===== src/hw/frame_dec_pkg.sv =====
/*
 * Link framing definitions for the receive-side frame decoder
 * Word width, frame geometry and the sync pattern
 */

package frame_dec_pkg;

    // ----------------------------------------
    // Link geometry
    // ----------------------------------------
    localparam int WORD_BITS   = 32;                      // Received word width
    localparam int FRAME_BITS  = 1024;                    // Bloom filter payload size
    localparam int FRAME_WORDS = FRAME_BITS / WORD_BITS;  // 32 words per frame

    // Sync pattern that precedes every frame, any byte alignment
    localparam logic [WORD_BITS-1:0] SYNC_WORD_DEFAULT = 32'h1234_807F;

    // ----------------------------------------
    // Typed vectors
    // ----------------------------------------
    typedef logic [WORD_BITS-1:0]          rx_word_t;    // One link word
    typedef logic [FRAME_BITS-1:0]         frame_t;      // Assembled frame
    typedef logic [$clog2(FRAME_BITS)-1:0] frame_pos_t;  // Frame bit index

endpackage


===== src/hw/bloom_pkg.sv =====
/*
 * Bloom code definitions: symbol expansion rule, position LFSR,
 * and the state encodings of the decoder and the lookup
 */

package bloom_pkg;

    localparam int SYMBOL_BITS      = 24;  // Expanded symbol width
    localparam int K_HASHES_DEFAULT = 5;   // Hash positions per symbol bit

    // Restart value of the position LFSR, must be nonzero
    localparam frame_dec_pkg::frame_pos_t LFSR_SEED = 10'h001;

    typedef logic [7:0]             byte_t;    // Decoded user byte
    typedef logic [SYMBOL_BITS-1:0] symbol_t;  // Expanded symbol

    // ----------------------------------------
    // FSM encodings
    // ----------------------------------------
    typedef enum logic [1:0] {
        B_IDLE,  // Waiting for an assembled frame
        B_HASH,  // ANDing frame bits into the symbol
        B_WAIT   // Symbol handed off, waiting for the byte
    } bloom_state_t;

    typedef enum logic {
        L_IDLE,    // No symbol pending
        L_SEARCH   // One candidate byte per cycle
    } lookup_state_t;

    // Byte to symbol, fields from the top: byte, inverted, bit-reversed
    // Never all zeros or all ones since byte and ~byte are both present
    function automatic symbol_t symbol_expand(input byte_t b);
        byte_t rev;
        for (int i = 0; i < 8; i++)
        begin
            rev[i] = b[7-i];  // Mirror bit order
        end
        return {b, ~b, rev};
    endfunction

    // Fibonacci LFSR, x^10 + x^7 + 1, period 1023
    // Each state is a frame bit position, position 0 is never produced
    function automatic frame_dec_pkg::frame_pos_t lfsr_next(
        input frame_dec_pkg::frame_pos_t s
    );
        return {s[8:0], s[9] ^ s[6]};
    endfunction

endpackage


===== src/hw/bloom_dec.sv =====
/*
 * Bloom filter decoder: each of the 24 symbol bits is the AND of the
 * frame bits at K consecutive hash positions, bit 0 first
 */

`timescale 1ns/10ps

module bloom_dec #(
    parameter int K_HASHES = bloom_pkg::K_HASHES_DEFAULT
) (
    input  logic                      USER_CLK,
    input  logic                      SYSTEM_RESET,
    input  logic                      cs_i,
    input  frame_dec_pkg::frame_t     frame_i,          // Held stable while frame_ready_i
    input  logic                      frame_ready_i,
    input  logic                      byte_valid_i,     // Lookup finished the last symbol
    input  frame_dec_pkg::frame_pos_t hash_pos_i,
    output logic                      hash_restart_o,
    output logic                      hash_step_o,
    output logic                      frame_release_o,  // One-cycle pulse
    output bloom_pkg::symbol_t        symbol_o,
    output logic                      symbol_valid_o,   // One-cycle pulse, with release
    output logic                      busy_o
);

    localparam int KW = $clog2(K_HASHES + 1);
    localparam int BW = $clog2(bloom_pkg::SYMBOL_BITS);

    bloom_pkg::bloom_state_t state_q;
    logic [KW-1:0]           k_q;        // Hash index within the bit
    logic [BW-1:0]           bit_q;      // Symbol bit being decoded
    bloom_pkg::symbol_t      sym_q;
    logic                    release_q;
    logic                    valid_q;
    logic                    last_k;
    logic                    last_bit;

    assign last_k   = (k_q == KW'(K_HASHES - 1));
    assign last_bit = (bit_q == BW'(bloom_pkg::SYMBOL_BITS - 1));

    // ----------------------------------------
    // Hash generator control
    // ----------------------------------------
    assign hash_restart_o = (state_q == bloom_pkg::B_IDLE) && frame_ready_i;
    assign hash_step_o    = (state_q == bloom_pkg::B_HASH) && !(last_k && last_bit);

    // ----------------------------------------
    // Decode FSM
    // ----------------------------------------
    always_ff @(posedge USER_CLK)
    begin
        if (SYSTEM_RESET)
        begin
            state_q   <= bloom_pkg::B_IDLE;
            k_q       <= '0;
            bit_q     <= '0;
            release_q <= 1'b0;
            valid_q   <= 1'b0;
        end
        else if (cs_i)
        begin
            release_q <= 1'b0;  // Pulses by default
            valid_q   <= 1'b0;
            case (state_q)
                bloom_pkg::B_IDLE:
                begin
                    if (frame_ready_i)
                    begin
                        state_q <= bloom_pkg::B_HASH;  // Seed position valid next cycle
                        k_q     <= '0;
                        bit_q   <= '0;
                    end
                end
                bloom_pkg::B_HASH:
                begin
                    if (last_k)
                    begin
                        k_q <= '0;
                        if (last_bit)
                        begin
                            state_q   <= bloom_pkg::B_WAIT;
                            release_q <= 1'b1;  // Frame buffer free for the next one
                            valid_q   <= 1'b1;
                        end
                        else
                            bit_q <= bit_q + 1'b1;
                    end
                    else
                        k_q <= k_q + 1'b1;
                end
                bloom_pkg::B_WAIT:
                begin
                    if (byte_valid_i)
                        state_q <= bloom_pkg::B_IDLE;
                end
                default:
                    state_q <= bloom_pkg::B_IDLE;
            endcase
        end
    end

    // Symbol accumulator, all ones at start, any zero frame bit clears
    always_ff @(posedge USER_CLK)
    begin
        if (cs_i)
        begin
            if (state_q == bloom_pkg::B_IDLE && frame_ready_i)
                sym_q <= '1;
            else if (state_q == bloom_pkg::B_HASH)
                sym_q[bit_q] <= sym_q[bit_q] & frame_i[hash_pos_i];
        end
    end

    assign symbol_o        = sym_q;
    assign symbol_valid_o  = valid_q;
    assign frame_release_o = release_q;
    assign busy_o          = (state_q != bloom_pkg::B_IDLE);  // Rises the cycle after accept

endmodule


===== src/hw/bloom_hash_gen.sv =====
/*
 * Frame bit position source for the Bloom decoder
 * Maximal-length LFSR, reloaded from a fixed seed for every frame
 */

`timescale 1ns/10ps

module bloom_hash_gen (
    input  logic                      USER_CLK,
    input  logic                      SYSTEM_RESET,
    input  logic                      cs_i,
    input  logic                      restart_i,  // Load seed, new frame
    input  logic                      step_i,     // Advance to next position
    output frame_dec_pkg::frame_pos_t pos_o       // Valid the cycle after restart or step
);

    frame_dec_pkg::frame_pos_t lfsr_q;

    // ----------------------------------------
    // Position register
    // ----------------------------------------
    always_ff @(posedge USER_CLK)
    begin
        if (SYSTEM_RESET)
        begin
            lfsr_q <= bloom_pkg::LFSR_SEED;
        end
        else if (cs_i)
        begin
            if (restart_i)
                lfsr_q <= bloom_pkg::LFSR_SEED;             // Same sequence every frame
            else if (step_i)
                lfsr_q <= bloom_pkg::lfsr_next(lfsr_q);
        end
    end

    // State is the position itself, no extra mapping
    assign pos_o = lfsr_q;

endmodule


===== src/hw/frame_dec_top.sv =====
/*
 * Receive-side frame decoder top level
 * Sync search, Bloom decode, position generator and byte lookup
 */

`timescale 1ns/10ps

module frame_dec_top #(
    parameter frame_dec_pkg::rx_word_t SYNC_WORD = frame_dec_pkg::SYNC_WORD_DEFAULT,
    parameter int                      K_HASHES  = bloom_pkg::K_HASHES_DEFAULT
) (
    input  logic                    USER_CLK,
    input  logic                    SYSTEM_RESET,
    input  logic                    cs_i,
    input  frame_dec_pkg::rx_word_t rx_data_i,
    output logic                    synched_o,
    output logic                    busy_o,
    output bloom_pkg::byte_t        byte_o,
    output logic                    byte_valid_o,
    output logic [31:0]             frame_count_o
);

    // ----------------------------------------
    // Inter-block wires
    // ----------------------------------------
    frame_dec_pkg::frame_t     frame;          // Assembled frame, held until release
    logic                      frame_ready;
    logic                      frame_release;
    logic                      hash_restart;
    logic                      hash_step;
    frame_dec_pkg::frame_pos_t hash_pos;
    bloom_pkg::symbol_t        symbol;
    logic                      symbol_valid;

    frame_sync #(
        .SYNC_WORD (SYNC_WORD)
    ) frame_sync_i (
        .USER_CLK        (USER_CLK),
        .SYSTEM_RESET    (SYSTEM_RESET),
        .cs_i            (cs_i),
        .rx_data_i       (rx_data_i),
        .frame_release_i (frame_release),
        .frame_o         (frame),
        .frame_ready_o   (frame_ready),
        .synched_o       (synched_o)
    );

    bloom_hash_gen hash_gen_i (
        .USER_CLK     (USER_CLK),
        .SYSTEM_RESET (SYSTEM_RESET),
        .cs_i         (cs_i),
        .restart_i    (hash_restart),
        .step_i       (hash_step),
        .pos_o        (hash_pos)
    );

    bloom_dec #(
        .K_HASHES (K_HASHES)
    ) bloom_dec_i (
        .USER_CLK        (USER_CLK),
        .SYSTEM_RESET    (SYSTEM_RESET),
        .cs_i            (cs_i),
        .frame_i         (frame),
        .frame_ready_i   (frame_ready),
        .byte_valid_i    (byte_valid_o),   // Decoder waits on the lookup result
        .hash_pos_i      (hash_pos),
        .hash_restart_o  (hash_restart),
        .hash_step_o     (hash_step),
        .frame_release_o (frame_release),
        .symbol_o        (symbol),
        .symbol_valid_o  (symbol_valid),
        .busy_o          (busy_o)
    );

    symbol_lookup lookup_i (
        .USER_CLK       (USER_CLK),
        .SYSTEM_RESET   (SYSTEM_RESET),
        .cs_i           (cs_i),
        .symbol_i       (symbol),
        .symbol_valid_i (symbol_valid),
        .byte_o         (byte_o),
        .byte_valid_o   (byte_valid_o),
        .frame_count_o  (frame_count_o)
    );

endmodule


===== src/hw/frame_sync.sv =====
/*
 * Sync word search over four byte alignments of a two-word window,
 * then assembly of the 1024-bit frame that follows the sync word
 */

`timescale 1ns/10ps

module frame_sync #(
    parameter frame_dec_pkg::rx_word_t SYNC_WORD = frame_dec_pkg::SYNC_WORD_DEFAULT
) (
    input  logic                    USER_CLK,
    input  logic                    SYSTEM_RESET,
    input  logic                    cs_i,             // Chip select, holds all state when low
    input  frame_dec_pkg::rx_word_t rx_data_i,        // Link word stream
    input  logic                    frame_release_i,  // Decoder is done with frame_o
    output frame_dec_pkg::frame_t   frame_o,
    output logic                    frame_ready_o,    // Level, high until release
    output logic                    synched_o         // Frame words being collected
);

    localparam int WB = frame_dec_pkg::WORD_BITS;

    logic [2*WB-1:0]                         win_q;      // Older word low, newer word high
    frame_dec_pkg::frame_t                   frame_q;
    logic                                    synched_q;
    logic                                    ready_q;
    logic [1:0]                              align_q;    // Latched byte offset index
    logic [$clog2(frame_dec_pkg::FRAME_WORDS)-1:0] cnt_q; // Frame words taken
    logic                                    hit;
    logic [1:0]                              hit_off;
    logic [$clog2(2*WB)-1:0]                 slice_lsb;  // Start bit of the aligned word

    // ----------------------------------------
    // Sync search
    // ----------------------------------------
    // Slices start at bits 8, 16, 24, 32 of the window
    // Offset 0 of the older word was already seen one word earlier
    always_comb
    begin
        hit     = 1'b0;
        hit_off = 2'd0;
        for (int i = 3; i >= 0; i--)  // Descending so the earliest offset wins
        begin
            if (win_q[8*i+8 +: WB] == SYNC_WORD)
            begin
                hit     = 1'b1;
                hit_off = 2'(i);
            end
        end
    end

    assign slice_lsb = {align_q, 3'b000} + 6'd8;  // 8 * (offset + 1)

    // ----------------------------------------
    // Window shift and frame assembly
    // ----------------------------------------
    always_ff @(posedge USER_CLK)
    begin
        if (SYSTEM_RESET)
        begin
            win_q     <= '0;
            synched_q <= 1'b0;
            ready_q   <= 1'b0;
            align_q   <= 2'd0;
            cnt_q     <= '0;
        end
        else if (cs_i)
        begin
            if (ready_q)
            begin
                // Frame held for the decoder, stream is dropped
                if (frame_release_i)
                    ready_q <= 1'b0;
            end
            else
            begin
                win_q <= {rx_data_i, win_q[2*WB-1:WB]};  // Newest word enters high
                if (synched_q)
                begin
                    cnt_q <= cnt_q + 1'b1;
                    if (cnt_q == frame_dec_pkg::FRAME_WORDS - 1)
                    begin
                        synched_q <= 1'b0;
                        ready_q   <= 1'b1;
                        win_q     <= '0;  // Stale frame bits must not match later
                    end
                end
                else if (hit)
                begin
                    synched_q <= 1'b1;  // Search suspended from here
                    align_q   <= hit_off;
                    cnt_q     <= '0;
                end
            end
        end
    end

    // Aligned word enters at the top, word 0 ends up in bits 31:0
    always_ff @(posedge USER_CLK)
    begin
        if (cs_i && !ready_q && synched_q)
            frame_q <= {win_q[slice_lsb +: WB], frame_q[frame_dec_pkg::FRAME_BITS-1:WB]};
    end

    assign frame_o       = frame_q;
    assign frame_ready_o = ready_q;
    assign synched_o     = synched_q;

endmodule


===== src/hw/symbol_lookup.sv =====
/*
 * Reverse search from expanded symbol to byte, one candidate per cycle,
 * plus the running count of decoded frames
 */

`timescale 1ns/10ps

module symbol_lookup (
    input  logic               USER_CLK,
    input  logic               SYSTEM_RESET,
    input  logic               cs_i,
    input  bloom_pkg::symbol_t symbol_i,
    input  logic               symbol_valid_i,
    output bloom_pkg::byte_t   byte_o,
    output logic               byte_valid_o,   // One-cycle pulse per frame
    output logic [31:0]        frame_count_o
);

    bloom_pkg::lookup_state_t state_q;
    bloom_pkg::symbol_t       sym_q;      // Held symbol under search
    bloom_pkg::byte_t         cand_q;     // Candidate byte
    bloom_pkg::byte_t         byte_q;
    logic                     valid_q;
    logic [31:0]              count_q;
    logic                     done;

    // Match, or give up at 255, which also covers corrupt symbols
    assign done = (bloom_pkg::symbol_expand(cand_q) == sym_q) || (cand_q == 8'hFF);

    always_ff @(posedge USER_CLK)
    begin
        if (SYSTEM_RESET)
        begin
            state_q <= bloom_pkg::L_IDLE;
            valid_q <= 1'b0;
            count_q <= '0;
        end
        else if (cs_i)
        begin
            valid_q <= 1'b0;
            case (state_q)
                bloom_pkg::L_IDLE:
                begin
                    if (symbol_valid_i)
                    begin
                        state_q <= bloom_pkg::L_SEARCH;
                        sym_q   <= symbol_i;
                        cand_q  <= '0;  // Search from byte 0 up
                    end
                end
                default:
                begin
                    if (done)
                    begin
                        state_q <= bloom_pkg::L_IDLE;
                        byte_q  <= cand_q;
                        valid_q <= 1'b1;
                        count_q <= count_q + 1'b1;  // Same edge as byte_valid_o
                    end
                    else
                        cand_q <= cand_q + 1'b1;
                end
            endcase
        end
    end

    assign byte_o        = byte_q;
    assign byte_valid_o  = valid_q;
    assign frame_count_o = count_q;

endmodule


===== config.mk =====
export PLATFORM = sky130hd
export DESIGN_NAME = frame_dec_top
export DESIGN_NICKNAME = d
export VERILOG_FILES = /design/src/hw/frame_dec_pkg.sv /design/src/hw/bloom_pkg.sv /design/src/hw/bloom_dec.sv /design/src/hw/bloom_hash_gen.sv /design/src/hw/frame_dec_top.sv /design/src/hw/frame_sync.sv /design/src/hw/symbol_lookup.sv
export SDC_FILE = /design/constraint.sdc
export NUM_CORES = 1
export LEC_CHECK = 0
export BUFFER_PORTS_ARGS = -buffer_cell sky130_fd_sc_hd__clkbuf_2
export CAP_MARGIN = 20
export CORE_UTILIZATION = 63
export DETAILED_ROUTE_END_ITERATION = 10
export PLACE_DENSITY = 0.88
export SETUP_SLACK_MARGIN = 0.02
export SLEW_MARGIN = 30
export SYNTH_ARGS = -nofsm -noshare
export SYNTH_HDL_FRONTEND = slang
export SYNTH_HIERARCHICAL = 1
export SYNTH_SLANG_ARGS = --single-unit

===== constraint.sdc =====
create_clock -name USER_CLK -period 31.5 [get_ports USER_CLK]
set_clock_uncertainty 0.05 [all_clocks]
set_input_delay 6.3 -clock USER_CLK [delete_from_list [all_inputs] [get_ports USER_CLK]]
set_output_delay 6.3 -clock USER_CLK [all_outputs]
set_load 0.03 [all_outputs]

**Yosys cells after proc, flatten, opt, wreduce, memory -nomap -nowiden**

Index checks and enable logic that the tools add are counted.

- Magnitude comparators: 3
- Shift operators: 1
- Bitwise operators: 7
- Mux-type cells: 52
- Eq/ne operators: 17
- $add $sub $neg: 6
- Reductions and logical operators: 28

Operator list:

| cell | number |
|---|---|
| == test 32 x 29 -> 1 bit (second input constant) | 4 |
| 2-to-1 mux 64 bit | 2 |
| indexed part select 64 x 7 -> 32 bit | 1 |
| adder 32 x 1 -> 32 bit (second input constant) | 1 |
| 2-to-1 mux 5 bit | 5 |
| bitwise mux 24 bit | 1 |
| == test 24 bit | 1 |
| 2-to-1 mux 24 bit | 1 |
| 2-to-1 mux 8 bit | 3 |
| 2-to-1 mux 1 bit | 22 |
| 2-to-1 mux 10 bit | 2 |
| 2-to-1 mux 2 bit | 8 |
| AND reduction 4 bit | 4 |
| nonzero test 2 bit | 6 |
| less-than comparator 10 x 11 -> 1 bit (second input constant) | 1 |
| adder 5 x 1 -> 5 bit (second input constant) | 2 |
| binary-select mux 1 bit (select 10 bit) | 1 |
| == test 5 bit (second input constant) | 2 |
| case mux 5 bit (2 select lines) | 1 |
| AND reduction 5 bit | 2 |
| AND reduction 3 bit | 3 |
| adder 8 x 1 -> 8 bit (second input constant) | 1 |
| == test 8 bit (second input constant) | 1 |
| NOT 8 bit | 1 |
| other kinds (22) | 38 |

- Bits in registers: 1216
- Bits of input ports: 35
- Output and inout bits: 43

**Depth between registers and ports, before layout**

Gate-level depths: netlist of the first run.

- Depth in word-level cells: 7
- Mapped depth: 15

**Cells and area by module**

Netlist of the first run, hierarchy kept.

By module, submodules not included:

| module | instances | area an instance (sq um) | cells each | seq. area each (sq um) |
|---|---|---|---|---|
| frame_sync | 1 | 34187.8 | 1369 | 32050.7 |
| bloom_dec | 1 | 10894.2 | 1006 | 940.9 |
| symbol_lookup | 1 | 3425.8 | 322 | 1881.8 |
| bloom_hash_gen | 1 | 495.5 | 45 | 200.2 |

**Worst setup path after synthesis of the first run**

Ideal clock, no wire load.

- Path kind: input to register
- From: input port cs_i
- To: register frame_sync_i.win_q[21]
- Data required time: 31.318 ns
- Slack: 2.914 ns
- Cell stages on the path: 8
- Buffers on the path: 3
- Data arrival time: 28.404 ns
- Path through: nor2b_1 > clkbuf_1 > nand2_1 > inv_1 > a21o_1 > buf_2 > clkbuf_1 > a21oi_1

- Word-level cells in the longest chain between the ends: 1

RTL lines:

| item | RTL line | RTL |
|---|---|---|
| start, declared | frame_dec_top.sv:14 | `input logic cs_i,` |
| AND reduction 2 bit (no line) | -- |  |
| end signal, assigned | frame_sync.sv:77 | `win_q <= {rx_data_i, win_q[2*WB-1:WB]};` |
| end, declared | frame_sync.sv:23 | `logic [2*WB-1:0] win_q;` |

Every way passes these cells.
A chain may end at the register's enable or synchronous reset.

**Final worst setup path of the first run**

- From: input port cs_i
- To: register frame_sync_i.frame_q[264] (netlist: frame_sync_i/frame_o[264]) (enable)

- Word-level cells in the longest chain between the ends: 2

RTL lines:

| item | RTL line | RTL |
|---|---|---|
| logical AND 1 bit (2 in a row) | frame_sync.sv:101 | `if (cs_i && !ready_q && synched_q)` |
| end signal, assigned | frame_sync.sv:102 | `frame_q <= {win_q[slice_lsb +: WB], frame_q[frame_dec_pkg::FRAME_BITS-1:WB]};` |
| end, declared | frame_sync.sv:24 | `frame_dec_pkg::frame_t frame_q;` |

Every way passes these cells.

==> results.cfg, run 1 <==
[timing]
fmax_mhz = 95.81
setup_tns_ns = 0
worst_slew_pin_slew_ns = 1.073
max_slew_margin_pct = 28.36
rsz0062_at_grt = false
timing_hold_violations_final = 0
finalSetupViolations = 0
finalCriticalPeriod_ns = 10.44
period_share_pct = 33.13
drv_slew = 0
fin_hold_ws_ns = 0.3852

[floorplanning]
die_y_um = 280.9
dieArea_um2 = 78900
placementRows = 101
die_w_um = 280.9
ios = 78
start_util_pct = 64.09
core_area_um2 = 76450

[routing]
drc_errors = 0
wire_per_inst_um = 26.48
viasPerCell = 6.809
detail-route-antenna-nets = 0
drt_wl_total_mm = 104.0
drtIter0Drc = 3070
route.vias.total = 26740
dr.pass1.iters = 6

[cts]
cts-htree-levels = 3
clock_path_buffers = 3
cts_sinks = 1208
cts-hold-fix-buffers = 0
cts.repair.resized = 0
clkTransAtPathRegs_ns = 0.06
cts_setup_buffers = 0
worstSkewPairLatency_ns = 0.68
cts_tree = yes
cts_root_buf = clkbuf_16
cts_buffers = 111

[grt]
grt_first_pass_wirelength_mm = 158.5
grt_overflow = 0
grt_usage_pct = 26.52
gr-max-usage-layer = met2
grt_antenna_before_repair = 0
grt_max_degree = 205
grt_use_met1_pct = 31.89
use_met3_pct = 3.849
grt_pass1_vias = 27060
use_met2_pct = 47.61

[final_layout]
nFillCells = 4280
seqCellArea_um2 = 35090
area_growth_pct = 9.394
multiInputGateArea_um2 = 12890
fin_area_um2 = 53610
layout-drive-gt1-share_pct = 18.56
nNetsFinal = 2849
diodes = 0
final_util_pct = 70.12

[logic_synthesis]
synth_common_cells = 1,088 x edfxtp_1, 236 x mux2i_1, 194 x mux4_2
yosysMostFrequentCell = edfxtp_1
synth_top_area_share_pct = 66.67
syn-cell-area_um2 = 49000
synth_enable_flop_cells = 1088
syn-num-nets = 2787
synthDistinctLibCells = 85
synthArstFlopShare_pct = 0
avgSynthCellArea_um2 = 17.87
synth_area_leader_cell = edfxtp_1
yosysSeqAreaShare_pct = 71.57
synth_area_leaders = edfxtp_1 67%, mux4_2 8.9%, dfxtp_1 4.9%
synthCells = 2742
ys_ff_latch = 1208
synth_ff_type = edfxtp_1
yosysWarnings = 6

[placement]
port_buffers = 77
dpl.hpwl_mm = 61.79
place_area_um2 = 50030
gp_congestion = 0.8756

[worst_setup_path]
critPathTopFamily = buffers and inverters
path_buf_inv = 5
cp_common_cell = buf_6
path_class = in2reg
cp_max_fo = 151
arrival_ns = 10.68
cp-start-kind = primary input
cp_cell_sequence = clkbuf_2, nor2b_4, nand2_1, clkinv_8, buf_6, buf_6, buf_6
critPathRequiredTime_ns = 31.75
cpPeakStageDelay_ns = 0.76
critPathSlowestCell = buf_6
crit_path_end_kind = register

[flow_run]
cap_violations = 0

[min_path]
hp-class = reg2reg

[power_and_ir_drop]
total_power_mw = 3.117
pwr_density_cell_nw_per_um2 = 58.15
p_leak_nw = 16.72
ir_drop_mv = 0.06242

[outcome]
outcome = finished clean
-- worst register-to-register path: cells and delay by family (launching register included) --
kind | cells | cell delay, ns
buf+inv | 5 | 2.81
compound gates | 5 | 1.49
mux | 3 | 1.13
flops | 1 | 0.82
-- metal layers --
metal	up-vias	share of wire [%]
met5	-	0
met3	309	6.8
li1	11360	-
met4	0	4.1
met1	13580	35
met2	1503	54
-- cells by family (layout without fill, tap and decap cells) --
| logic type | count (synthesis) | count (layout) | share of synthesized area [%] |
|---|---|---|---|
| AO/OA/AOI/OAI | 387 | 387 | 5.995 |
| XOR/XNOR | 23 | 23 | 0.4111 |
| adder cells (fa/ha/maj) | 10 | 10 | 0.2553 |
| buffers and inverters | 186 | 342 | 2.216 |
| flip-flops | 1208 | 1208 | 71.57 |
| multiplexers | 442 | 442 | 14.07 |
| AND/OR/NAND/NOR | 486 | 486 | 5.474 |
-- registers in the layout, summed over array words and instances, names as in the netlist, 2 cells and up --
register and count:
frame_sync_i/frame_o 1024, frame_sync_i/win_q 56, lookup_i/frame_count_o 32, bloom_dec_i/symbol_o 24
lookup_i/sym_q 24, hash_gen_i/pos_o 10, lookup_i/byte_o 8, lookup_i/cand_q 8
bloom_dec_i/bit_q 5, frame_sync_i/cnt_q 5, bloom_dec_i/k_q 3, bloom_dec_i/state_q 2
frame_sync_i/align_q 2
-- final cells by class --
type | instances | area share, %
flip-flops and latches | 1208 | 65.46
multi-input cells | 1348 | 24.05
clock buffers | 147 | 5.627
well taps | 1030 | 2.404
repair buffers | 115 | 1.393
clock inverters | 60 | 0.9033
inverters | 20 | 0.1634
-- stage by stage --
step,setup WS [ns],instances
after global routing,20.89,3928
after global placement,19.42,3717
after floorplan,2.914,2742
after detailed placement,19.79,3719
after CTS,20.47,3926
final,21.06,3928
-- layout by cell type (no fill, tap or decap), types with 14 or more instances in the layout --
cell | synthesis | routed
nor2_1 | 101 | 99
inv_1 | 20 | 18
nand4_1 | 14 | 14
clkbuf_1 | 74 | 29
clkinv_2 | 0 | 21
dfxtp_1 | 120 | 115
clkinv_1 | 0 | 22
nand2b_1 | 17 | 17
nand2_1 | 100 | 100
nor3_1 | 41 | 41
clkbuf_2 | 1 | 76
and2_1 | 35 | 34
or4_1 | 17 | 17
a21oi_1 | 62 | 61
a32oi_1 | 16 | 16
a22oi_1 | 107 | 107
o21ai_0 | 24 | 24
edfxtp_1 | 1088 | 1088
mux2i_1 | 236 | 236
mux4_2 | 194 | 194
a31oi_2 | 20 | 20
o22ai_1 | 19 | 19
a221oi_1 | 55 | 55
buf_4 | 22 | 25
nor2b_1 | 30 | 27
clkbuf_16 | 0 | 114
nand3_1 | 30 | 30
-- report_power, final --
part	leakage, nW	internal [mW]	total, mW	switching (mW)
Clock	1.71	0.730	1.30	0.572
Sequential	10.6	1.72	1.73	0.00976
Combinational	4.37	0.0373	0.0824	0.0452
-- final timing paths --
path	slack (ns)	endpoint	cells after the start	startpoint
max	21.06	frame_sync_i/frame_o[264]$_DFFE_PP_	7	cs_i
min	0.39	frame_sync_i/frame_o[746]$_DFFE_PP_	0	frame_sync_i/frame_o[778]$_DFFE_PP_
max reg2reg	25.03	bloom_dec_i/symbol_o[7]$_SDFFCE_PP1P_	13	hash_gen_i/pos_o[1]$_SDFFE_PP0P_
min reg2reg	0.39	frame_sync_i/frame_o[746]$_DFFE_PP_	0	frame_sync_i/frame_o[778]$_DFFE_PP_
(Power assumes the default switching activity.)
==> inputs of run 2 (changes only) <==
--- a/config.mk
+++ b/config.mk
@@ -7,9 +7,9 @@
 export LEC_CHECK = 0
 export BUFFER_PORTS_ARGS = -buffer_cell sky130_fd_sc_hd__clkbuf_2
 export CAP_MARGIN = 20
-export CORE_UTILIZATION = 63
+export CORE_UTILIZATION = 57
 export DETAILED_ROUTE_END_ITERATION = 10
-export PLACE_DENSITY = 0.88
+export PLACE_DENSITY = 0.84
 export SETUP_SLACK_MARGIN = 0.02
 export SLEW_MARGIN = 30
 export SYNTH_ARGS = -nofsm -noshare
==> constraint.sdc (replaced) <==
create_clock -name USER_CLK -period 8.4 [get_ports USER_CLK]
set_clock_uncertainty 0.05 [all_clocks]
set_input_delay 1.68 -clock USER_CLK [delete_from_list [all_inputs] [get_ports USER_CLK]]
set_output_delay 1.68 -clock USER_CLK [all_outputs]
set_load 0.03 [all_outputs]
==> run 2 against run 1 <==
Effect of this change: cell area grew 0.50%; worst setup slack worse by 18 ns; clock power grew to 3.8 times the previous value; sequential power rose to 3.8 times the previous value; global-route usage decreased by 3.2 points; largest power group unchanged.
==> results.cfg, run 2 (synthesis gave the netlist of run 1 again) <==
[grt]
grt_first_pass_wirelength_mm = 155.8
grt_overflow = 0
grt_usage_pct = 23.34
grt_max_degree = 224
grt_pass1_vias = 26630
grt_antenna_before_repair = 1

[worst_setup_path]
crit_path_end_kind = register
critPathRequiredTime_ns = 8.77
cp-start-kind = register
arrival_ns = 5.41
cp_max_fo = 36
path_class = reg2reg

[routing]
dr.pass1.iters = 6
wire_per_inst_um = 25.25
route.vias.total = 26420
drt_wl_total_mm = 102.0
drtIter0Drc = 3227
drc_errors = 0
viasPerCell = 6.538
detail-route-antenna-nets = 0

[final_layout]
area_growth_pct = 9.943
diodes = 0
seqCellArea_um2 = 35090
multiInputGateArea_um2 = 12900
final_common_cell = edfxtp_1
mostFrequentLayoutCells = 1,088 x edfxtp_1, 236 x mux2i_1, 194 x mux4_2
nFillCells = 5569
layout-drive-gt1-share_pct = 18.88
nNetsFinal = 2848
final_util_pct = 63.27
largest_reg_flops = 1024

[cts]
cts-hold-fix-buffers = 0
clock_path_buffers = 3
cts_setup_buffers = 0
cts_sinks = 1208
cts_root_buf = clkbuf_16
cts_buffers = 110
cts-htree-levels = 3
cts_tree = yes
worstSkewPairLatency_ns = 0.70
cts.repair.resized = 0
clkTransAtPathRegs_ns = 0.07

[power_and_ir_drop]
p_leak_nw = 16.78
pwr_density_cell_nw_per_um2 = 217.6
ir_drop_mv = 0.1857

[min_path]
hp-class = reg2reg

[floorplanning]
die_y_um = 295.2
start_util_pct = 57.55
dieArea_um2 = 87150
ios = 78
die_w_um = 295.2
placementRows = 107
core_area_um2 = 85150

[flow_run]
cap_violations = 0

[timing]
drv_slew = 0
finalSetupViolations = 0
period_share_pct = 60.09
max_slew_margin_pct = 33.07
finalCriticalPeriod_ns = 5.048
timing_hold_violations_final = 0
rsz0062_at_grt = false
fin_hold_ws_ns = 0.3615
worst_slew_pin_slew_ns = 1.004
fmax_mhz = 198.1

[placement]
dpl.hpwl_mm = 62.35
gp_congestion = 0.9101
port_buffers = 77

[outcome]
outcome = finished clean
[run 2: final cells by class]
class	instances	area share, %
sequential	1208	65.14
multi-input combinational	1348	23.94
clock buffer	131	5.274
tap	1144	2.657
timing repair buffer	115	1.463
clock inverter	75	1.377
inverter	20	0.1463
[run 2: where the power goes]
group | leakage [nW] | switching, mW | internal [mW] | total (mW)
Combinational | 4.40 | 0.162 | 0.139 | 0.302
Clock | 1.74 | 2.21 | 2.72 | 4.92
Sequential | 10.6 | 0.0364 | 6.46 | 6.50
[run 2: path summary, 6_finish.rpt]
check | cells after the start | endpoint | start | slack (ns)
hold reg to reg | 0 | frame_sync_i/frame_o[386]$_DFFE_PP_ | frame_sync_i/frame_o[418]$_DFFE_PP_ | 0.36
hold / removal | 0 | frame_sync_i/frame_o[386]$_DFFE_PP_ | frame_sync_i/frame_o[418]$_DFFE_PP_ | 0.36
setup / recovery | 11 | bloom_dec_i/symbol_o[1]$_SDFFCE_PP1P_ | hash_gen_i/pos_o[0]$_SDFFE_PP1P_ | 3.35
setup reg to reg | 11 | bloom_dec_i/symbol_o[1]$_SDFFCE_PP1P_ | hash_gen_i/pos_o[0]$_SDFFE_PP1P_ | 3.35
[run 2: metal layers]
layer  wire length (um)  GRT usage [%]  share of wire [%]  vias up
met2              53810          40.72                 53     1339
li1                   -              -                  -    11350
met5                  0              0                  0        -
met4               4024          9.516                3.9        0
met1              37450          29.55                 37    13470
met3               6753          3.172                6.6      264
[run 2: worst max-delay path, stage by stage (launching register included)]
cell       delay [ns]
dfxtp_4          0.79
buf_4            0.61
buf_4            0.61
mux4_2           0.61
nor2_1           0.16
a221oi_1         0.08
a221oi_1         0.43
nor3_1           0.10
mux4_2           0.54
o2111ai_2        0.19
buf_4            0.38
a31oi_2          0.15
[run 2: through the flow]
step / worst slack, ns / instances / power [mW] / setup TNS (ns) / instance area [um2]
after floorplan: -9.537 / 2742 / 6.854 / -9989.50 / 49020
after global placement: 3.338 / 3834 / 6.912 / 0 / 50230
after detailed placement: 3.365 / 3834 / 6.922 / 0 / 50250
after CTS: 3.335 / 4040 / 11.79 / 0 / 53830
after global routing: 3.185 / 4041 / 12.02 / 0 / 53880
final: 3.352 / 4041 / 11.72 / 0 / 53880
